--- src/rtl/rvPkg.sv ---
`default_nettype none

package rvPkg;

	localparam int xlen = 32;
	localparam logic [xlen-1:0] resetPc = 32'h0000_0000;
	localparam int dmemWords = 256;
	localparam int dmemAddrBits = $clog2(dmemWords);

	// the one system instruction that is decoded
	localparam logic [xlen-1:0] ebreakInst = 32'h0010_0073;

	typedef enum logic [6:0] {
		opLui    = 7'b0110111,
		opAuipc  = 7'b0010111,
		opJal    = 7'b1101111,
		opJalr   = 7'b1100111,
		opBranch = 7'b1100011,
		opLoad   = 7'b0000011,
		opStore  = 7'b0100011,
		opImm    = 7'b0010011,
		opReg    = 7'b0110011,
		opSystem = 7'b1110011
	} opcodeE;

	typedef enum logic [3:0] {
		aluAdd   = 4'd0,
		aluSub   = 4'd1,
		aluAnd   = 4'd2,
		aluOr    = 4'd3,
		aluXor   = 4'd4,
		aluSll   = 4'd5,
		aluSrl   = 4'd6,
		aluSra   = 4'd7,
		aluSlt   = 4'd8,
		aluSltu  = 4'd9,
		aluPassB = 4'd10
	} aluOpE;

	typedef enum logic [1:0] {
		wbAlu     = 2'd0,
		wbMem     = 2'd1,
		wbPcPlus4 = 2'd2
	} wbSelE;

	// matches funct3[1:0] of loads and stores
	typedef enum logic [1:0] {
		sizeByte = 2'd0,
		sizeHalf = 2'd1,
		sizeWord = 2'd2
	} memSizeE;

	typedef struct packed {
		aluOpE aluOp;
		logic aluSrcImm;
		logic aluSrcPc;
		logic regWrite;
		wbSelE wbSel;
		logic memRead;
		logic memWrite;
		memSizeE memSize;
		logic memUnsigned;
		logic branch;
		logic [2:0] branchFunct;
		logic jump;
		logic jumpReg;
		logic ebreak;
	} ctrlT;

	typedef struct packed {
		logic read;
		logic write;
		memSizeE size;
		logic unsignedLoad;
		logic [xlen-1:0] addr;
		logic [xlen-1:0] wdata;
	} memReqT;

endpackage

`default_nettype wire

--- src/rtl/rvDecoder.sv ---
`timescale 1ns/1ps
`default_nettype none

module rvDecoder (
	input wire logic [rvPkg::xlen-1:0] inst,
	output rvPkg::ctrlT ctrl,
	output logic [rvPkg::xlen-1:0] imm
);
	import rvPkg::*;

	opcodeE opcode;
	logic [2:0] funct3;
	logic [6:0] funct7;
	logic [xlen-1:0] immI;
	logic [xlen-1:0] immS;
	logic [xlen-1:0] immB;
	logic [xlen-1:0] immU;
	logic [xlen-1:0] immJ;

	function automatic aluOpE aluFromFunct(
		input logic [2:0] f3,
		input logic alt,
		input logic isReg
	);
		aluOpE op;
		case (f3)
			3'b000: op = (isReg && alt) ? aluSub : aluAdd;
			3'b001: op = aluSll;
			3'b010: op = aluSlt;
			3'b011: op = aluSltu;
			3'b100: op = aluXor;
			3'b101: op = alt ? aluSra : aluSrl;
			3'b110: op = aluOr;
			default: op = aluAnd;
		endcase
		return op;
	endfunction

	assign opcode = opcodeE'(inst[6:0]);
	assign funct3 = inst[14:12];
	assign funct7 = inst[31:25];

	assign immI = {{20{inst[31]}}, inst[31:20]};
	assign immS = {{20{inst[31]}}, inst[31:25], inst[11:7]};
	assign immB = {{19{inst[31]}}, inst[31], inst[7], inst[30:25], inst[11:8], 1'b0};
	assign immU = {inst[31:12], 12'b0};
	assign immJ = {{11{inst[31]}}, inst[31], inst[19:12], inst[20], inst[30:21], 1'b0};

	always_comb begin
		ctrl = '0;
		imm = '0;
		case (opcode)
			opLui: begin
				imm = immU;
				ctrl.aluOp = aluPassB;
				ctrl.aluSrcImm = 1'b1;
				ctrl.regWrite = 1'b1;
			end
			opAuipc: begin
				imm = immU;
				ctrl.aluSrcPc = 1'b1;
				ctrl.aluSrcImm = 1'b1;
				ctrl.regWrite = 1'b1;
			end
			opJal: begin
				imm = immJ;
				ctrl.jump = 1'b1;
				ctrl.regWrite = 1'b1;
				ctrl.wbSel = wbPcPlus4;
			end
			opJalr: begin
				// target is rs1+imm through the ALU
				imm = immI;
				ctrl.aluSrcImm = 1'b1;
				ctrl.jumpReg = 1'b1;
				ctrl.regWrite = 1'b1;
				ctrl.wbSel = wbPcPlus4;
			end
			opBranch: begin
				imm = immB;
				ctrl.branch = (funct3[2:1] != 2'b01);
				ctrl.branchFunct = funct3;
			end
			opLoad: begin
				imm = immI;
				ctrl.aluSrcImm = 1'b1;
				ctrl.memRead = (funct3[1:0] != 2'b11) && (funct3[2:1] != 2'b11);
				ctrl.regWrite = ctrl.memRead;
				ctrl.wbSel = wbMem;
				ctrl.memSize = memSizeE'(funct3[1:0]);
				ctrl.memUnsigned = funct3[2];
			end
			opStore: begin
				imm = immS;
				ctrl.aluSrcImm = 1'b1;
				ctrl.memWrite = !funct3[2] && (funct3[1:0] != 2'b11);
				ctrl.memSize = memSizeE'(funct3[1:0]);
			end
			opImm: begin
				imm = immI;
				ctrl.aluOp = aluFromFunct(funct3, funct7[5], 1'b0);
				ctrl.aluSrcImm = 1'b1;
				ctrl.regWrite = 1'b1;
			end
			opReg: begin
				ctrl.aluOp = aluFromFunct(funct3, funct7[5], 1'b1);
				ctrl.regWrite = 1'b1;
			end
			opSystem: begin
				ctrl.ebreak = (inst == ebreakInst);
			end
			default: begin
				// unsupported opcode runs as a no-op
				ctrl = '0;
			end
		endcase
	end

endmodule

`default_nettype wire

--- src/rtl/rvRegFile.sv ---
`timescale 1ns/1ps
`default_nettype none

module rvRegFile (
	input wire logic clk,
	input wire logic rstN,
	input wire logic we,
	input wire logic [4:0] rs1,
	input wire logic [4:0] rs2,
	input wire logic [4:0] rd,
	input wire logic [rvPkg::xlen-1:0] wdata,
	output logic [rvPkg::xlen-1:0] rdata1,
	output logic [rvPkg::xlen-1:0] rdata2
);
	import rvPkg::*;

	// x0 has no storage
	logic [xlen-1:0] regs [1:31];

	always_ff @(posedge clk) begin
		if (!rstN) begin
			for (int i = 1; i < 32; i++) begin
				regs[i] <= '0;
			end
		end else if (we && (rd != 5'd0)) begin
			regs[rd] <= wdata;
		end
	end

	assign rdata1 = (rs1 == 5'd0) ? '0 : regs[rs1];
	assign rdata2 = (rs2 == 5'd0) ? '0 : regs[rs2];

endmodule

`default_nettype wire

--- src/rtl/rvAlu.sv ---
`timescale 1ns/1ps
`default_nettype none

module rvAlu (
	input wire rvPkg::aluOpE op,
	input wire logic [rvPkg::xlen-1:0] a,
	input wire logic [rvPkg::xlen-1:0] b,
	input wire logic [2:0] branchFunct,
	output logic [rvPkg::xlen-1:0] result,
	output logic taken
);
	import rvPkg::*;

	logic equal;
	logic lessSigned;
	logic lessUnsigned;

	// compares shared by slt/sltu and the branches
	assign equal = (a == b);
	assign lessSigned = ($signed(a) < $signed(b));
	assign lessUnsigned = (a < b);

	always_comb begin
		case (op)
			aluAdd: result = a + b;
			aluSub: result = a - b;
			aluAnd: result = a & b;
			aluOr: result = a | b;
			aluXor: result = a ^ b;
			aluSll: result = a << b[4:0];
			aluSrl: result = a >> b[4:0];
			aluSra: result = $signed(a) >>> b[4:0];
			aluSlt: result = {{(xlen-1){1'b0}}, lessSigned};
			aluSltu: result = {{(xlen-1){1'b0}}, lessUnsigned};
			aluPassB: result = b;
			default: result = '0;
		endcase
	end

	always_comb begin
		case (branchFunct)
			3'b000: taken = equal;
			3'b001: taken = !equal;
			3'b100: taken = lessSigned;
			3'b101: taken = !lessSigned;
			3'b110: taken = lessUnsigned;
			3'b111: taken = !lessUnsigned;
			default: taken = 1'b0;
		endcase
	end

endmodule

`default_nettype wire

--- src/rtl/rvCore.sv ---
`timescale 1ns/1ps
`default_nettype none

module rvCore (
	input wire logic clk,
	input wire logic rstN,
	input wire logic [rvPkg::xlen-1:0] inst,
	output logic [rvPkg::xlen-1:0] pc,
	output rvPkg::memReqT memReq,
	input wire logic [rvPkg::xlen-1:0] memRdata,
	output logic halted
);
	import rvPkg::*;

	ctrlT ctrl;
	logic [xlen-1:0] imm;
	logic [xlen-1:0] rs1Data;
	logic [xlen-1:0] rs2Data;
	logic [xlen-1:0] srcA;
	logic [xlen-1:0] srcB;
	logic [xlen-1:0] aluResult;
	logic taken;
	logic [xlen-1:0] pcPlus4;
	logic [xlen-1:0] pcTarget;
	logic [xlen-1:0] nextPc;
	logic [xlen-1:0] wbData;
	logic regWe;

	rvDecoder rvDecoder_i (
		.inst (inst),
		.ctrl (ctrl),
		.imm  (imm)
	);

	rvRegFile rvRegFile_i (
		.clk    (clk),
		.rstN   (rstN),
		.we     (regWe),
		.rs1    (inst[19:15]),
		.rs2    (inst[24:20]),
		.rd     (inst[11:7]),
		.wdata  (wbData),
		.rdata1 (rs1Data),
		.rdata2 (rs2Data)
	);

	rvAlu rvAlu_i (
		.op          (ctrl.aluOp),
		.a           (srcA),
		.b           (srcB),
		.branchFunct (ctrl.branchFunct),
		.result      (aluResult),
		.taken       (taken)
	);

	assign srcA = ctrl.aluSrcPc ? pc : rs1Data;
	assign srcB = ctrl.aluSrcImm ? imm : rs2Data;

	assign pcPlus4 = pc + 32'd4;
	assign pcTarget = pc + imm;

	always_comb begin
		if (ctrl.jumpReg)
			nextPc = {aluResult[xlen-1:1], 1'b0};
		else if (ctrl.jump || (ctrl.branch && taken))
			nextPc = pcTarget;
		else
			nextPc = pcPlus4;
	end

	always_comb begin
		case (ctrl.wbSel)
			wbMem: wbData = memRdata;
			wbPcPlus4: wbData = pcPlus4;
			default: wbData = aluResult;
		endcase
	end

	// no architectural writes once halted
	assign regWe = ctrl.regWrite && !halted;

	assign memReq.read = ctrl.memRead;
	assign memReq.write = ctrl.memWrite && !halted;
	assign memReq.size = ctrl.memSize;
	assign memReq.unsignedLoad = ctrl.memUnsigned;
	assign memReq.addr = aluResult;
	assign memReq.wdata = rs2Data;

	// pc stays on the ebreak
	always_ff @(posedge clk) begin
		if (!rstN) begin
			pc <= resetPc;
			halted <= 1'b0;
		end else begin
			if (!halted && !ctrl.ebreak)
				pc <= nextPc;
			if (ctrl.ebreak)
				halted <= 1'b1;
		end
	end

endmodule

`default_nettype wire

--- config.mk ---
export PLATFORM = sky130hd
export DESIGN_NAME = rvCore
export DESIGN_NICKNAME = d
export VERILOG_FILES = /design/src/rtl/rvPkg.sv /design/src/rtl/rvDecoder.sv /design/src/rtl/rvRegFile.sv /design/src/rtl/rvAlu.sv /design/src/rtl/rvCore.sv
export SDC_FILE = /design/constraint.sdc
export NUM_CORES = 2
export LEC_CHECK = 0
export BUFFER_PORTS_ARGS = -buffer_cell sky130_fd_sc_hd__buf_4
export CORE_AREA = 2 2 383 385
export DETAILED_ROUTE_END_ITERATION = 8
export DIE_AREA = 0 0 385 387
export GPL_TIMING_DRIVEN = 1
export SLEW_MARGIN = 0
export SYNTH_ARGS = -nofsm -noshare
export SYNTH_HDL_FRONTEND = slang
export SYNTH_SLANG_ARGS = --single-unit
--- constraint.sdc ---
create_clock -name clk -period 17.2 [get_ports clk]
set_input_delay 1.72 -clock clk [delete_from_list [all_inputs] [get_ports clk]]
set_output_delay 1.72 -clock clk [all_outputs]
set_load 0.01 [all_outputs]
==> flow_summary_export.csv <==
group,metric,value,unit
status,status,"completed",
timing,worst_pin_slew,1.45,ns
cts,cts.reportedPaths.clkPinSlew,0.06,ns
timing,layout_setup_ws,5.48,ns
final_layout,final_common_cell,"nor2_1",
synthesis,synth-async-reset-ratio,0,%
worst_setup_path,worst_r2r_endpoint,"rvRegFile_i.regs[21][18]",
synthesis,seq_area_frac_synth,46.5,%
route,routed_wl,326,mm
worst_setup_path,worstPathMaxFanout,39,
cts,tritoncts,"built",
floorplan,core,145000,um2
floorplan,fp.dieW,385,um
worst_setup_path,end_kind,"primary output",
placement,place_hpwl,221,mm
power,power_leakage,28.6,nW
worst_setup_path,r2r-start,"rvRegFile_i.regs[7][0]",
cts,cts_root_buf,"clkbuf_16",
floorplan,start_util,46.6,%
timing,maxSlewHeadroom,3.47,%
cts,cts.repair_timing.setup_buffer_count,0,
min_path,whs_path_depth,2,
placement,dp_slack,5.83,ns
timing,setup_viol,0,
final_layout,final_cell_mix,"nor2_1, edfxtp_1, mux4_2",
floorplan,rows,140,
flow_run,maxCapViolations,0,
route,viasPerCell,7.13,
cts,cts_buffers,115,
final_layout,area.growth.synth_to_final,10.7,%
final_layout,drive_gt1_share,20.9,%
timing,period_needed,11.72,ns
min_path,min_from,"pc[8]",
cts,clkLatencyLatePin,0.79,ns
floorplan,dieHeight,387,um
global_route,grt_pass1_wl,444,mm
worst_setup_path,r2r.worst_path.cells,24,
global_route,grt_pass1_vias,53750,
min_path,min_to,"pc[8]",
global_route,grt_overflow,0,
synthesis,yosys_most_used_dff,"edfxtp_1",
timing,slew_viol_final,0,
synthesis,ys_types,109,
global_route,antenna_found_initial,26,
placement,io_buffers,167,
route,first_pass_iters,8,
cts,clock-sinks,1057,
route,wire_per_inst,41.0,um
worst_setup_path,crit_required,15.48,ns
synthesis,syn_area,67500,um2
cts,cts-resized-gates,0,
timing,final.setup_skew,0.101,ns
route,final_antenna_net_count,0,
final_layout,final_nets,6107,
worst_setup_path,arrival,10.00,ns
route,vias,56621,
cts,clock_path_buffers,3,
synthesis,synth_edf_count,1024,
timing,fmaxAchievable,85.3,MHz
timing,final.setup.tns,0,ns
final_layout,fin_util,51.6,%
cts,htree_levels,3,
power,vdd_drop_max,98.1,uV
worst_setup_path,rrSetupSlack,8.97,ns
route,drt-initial-drc-count,8881,
power,power.density,108,nW/um2
synthesis,syn_inst,5917,
cts,hold_buffers,0,
worst_setup_path,worst-setup-path-type,"in2out",
placement,globalplace.congestion,1.09,
timing,finalHoldViolCount,0,
timing,rsz0062_at_grt,"no",
route,route.detailed.drc,0,
global_route,grt_max_degree,110,
worst_setup_path,crit_path_start_kind,"input port",
synthesis,ys_ff_latch,1057,
floorplan,dieArea,149000,um2
floorplan,boundaryPins,168,
synthesis,yosysWarnings,0,
synthesis,syn_area_per_cell,11.4,um2
min_path,hold_class,"reg2reg",
global_route,grt_usage,43.3,%
timing,timing.final.crit_share,68.1,%
-- state kept, by name (all words and copies together) (netlist names) --
register and count:
rvRegFile_i.regs 1024, pc 32, halted 1
-- synth_stat cells, types with 30 or more instances --
| cell type | count | share of area [%] |
|---|---|---|
| a211oi_1 | 122 | 1.4 |
| a21o_1 | 59 | 0.66 |
| a21oi_1 | 276 | 2.0 |
| a221o_1 | 33 | 0.49 |
| a221oi_1 | 30 | 0.39 |
| a22o_1 | 75 | 0.97 |
| a22oi_1 | 126 | 1.4 |
| and2_1 | 50 | 0.46 |
| and3_1 | 39 | 0.36 |
| buf_2 | 176 | 1.3 |
| buf_4 | 35 | 0.39 |
| clkbuf_1 | 298 | 1.7 |
| dfxtp_1 | 33 | 0.98 |
| edfxtp_1 | 1024 | 46 |
| ha_1 | 133 | 2.5 |
| inv_1 | 165 | 0.92 |
| mux2i_1 | 217 | 3.2 |
| mux4_2 | 479 | 16 |
| nand2_1 | 328 | 1.8 |
| nand3_1 | 88 | 0.65 |
| nor2_1 | 1181 | 6.6 |
| nor3_1 | 84 | 0.62 |
| o211ai_1 | 40 | 0.44 |
| o21ai_0 | 163 | 1.2 |
| o21ai_1 | 31 | 0.23 |
| xnor2_1 | 53 | 0.69 |
-- how the worst max path moves through the flow --
stage,startpoint,end,slack (ns),cells past startpoint
2_1_floorplan,inst[21],memReq[63],7.48,26
3_3_place_gp,inst[20],memReq[61],5.77,19
3_5_place_dp,inst[20],memReq[50],5.83,24
4_1_cts,inst[20],memReq[50],5.83,24
5_1_grt,inst[20],memReq[61],5.14,19
6_report,inst[20],memReq[50],5.48,24
-- routing by layer --
metal	routed length [um]	GRT usage (%)	part of all wire, %
met5	108	0	0.033
met4	27500	29.4	8.4
met3	38400	11.7	12
met2	143000	64.4	44
met1	116000	55.1	36
-- logic make-up (layout without fill, tap and decap cells) --
kind of cell / Yosys count / after routing / share of synthesized area, %
xor gates and xnor gates: 79 / 79 / 1.02
DFF: 1057 / 1057 / 46.5
adders and majority gates: 136 / 136 / 2.55
other: 1 / 48 / 0.00555
buffers and inverters: 747 / 803 / 4.99
and+or+nand+nor: 1927 / 1927 / 12.1
AOI/OAI and AO/OA: 1267 / 1267 / 13.5
muxes: 703 / 703 / 19.3
-- critical path, stage by stage --
cell,delay (ns)
buf_8,0.31
buf_4,0.73
mux4_2,0.60
mux2_2,0.28
a2bb2oi_1,0.14
and3_1,0.27
buf_4,0.35
inv_2,0.25
a21oi_4,0.36
inv_2,0.30
ha_1,0.30
inv_1,0.08
fa_1,0.25
a211o_1,0.17
a21oi_1,0.10
o21a_1,0.39
nor3_1,0.56
nor2_1,0.16
o21ai_0,0.58
o221ai_1,0.24
a211o_1,0.35
a31oi_2,0.75
o211ai_1,0.33
buf_4,0.25
-- area by class of cell --
cell class                      count  area (um2)
Inverter                          187         704
Timing Repair Buffer              400        3100
Clock buffer                      150        3010
Antenna cell                       16        40.0
Multi-Input combinational cell   4144       33400
Sequential cell                  1057       31400
Clock inverter                     66         722
Tap cell                         1917        2400
Fill cell                       12706       70100
-- metrics by stage --
stage          hold slack [ns]  power [mW]  area (um2)  cells
2_1_floorplan            0.546        4.46       67600   5948
6_report                 0.627        8.06       74800   7937
5_1_grt                  0.680        8.23       74800   7929
3_5_place_dp             0.610        5.47       70900   7702
3_3_place_gp             0.600        5.48       70900   7702
4_1_cts                  0.621        7.94       74700   7918
-- report_power, final --
part           leakage [nW]  switching, mW  total [mW]  internal (mW)
clock network          1.79           1.12        2.51           1.39
logic                  15.9           1.84        2.55          0.709
registers              10.8         0.0580        2.99           2.93
total                  28.6           3.02        8.06           5.03
Power figures use the tool's default switching activity.
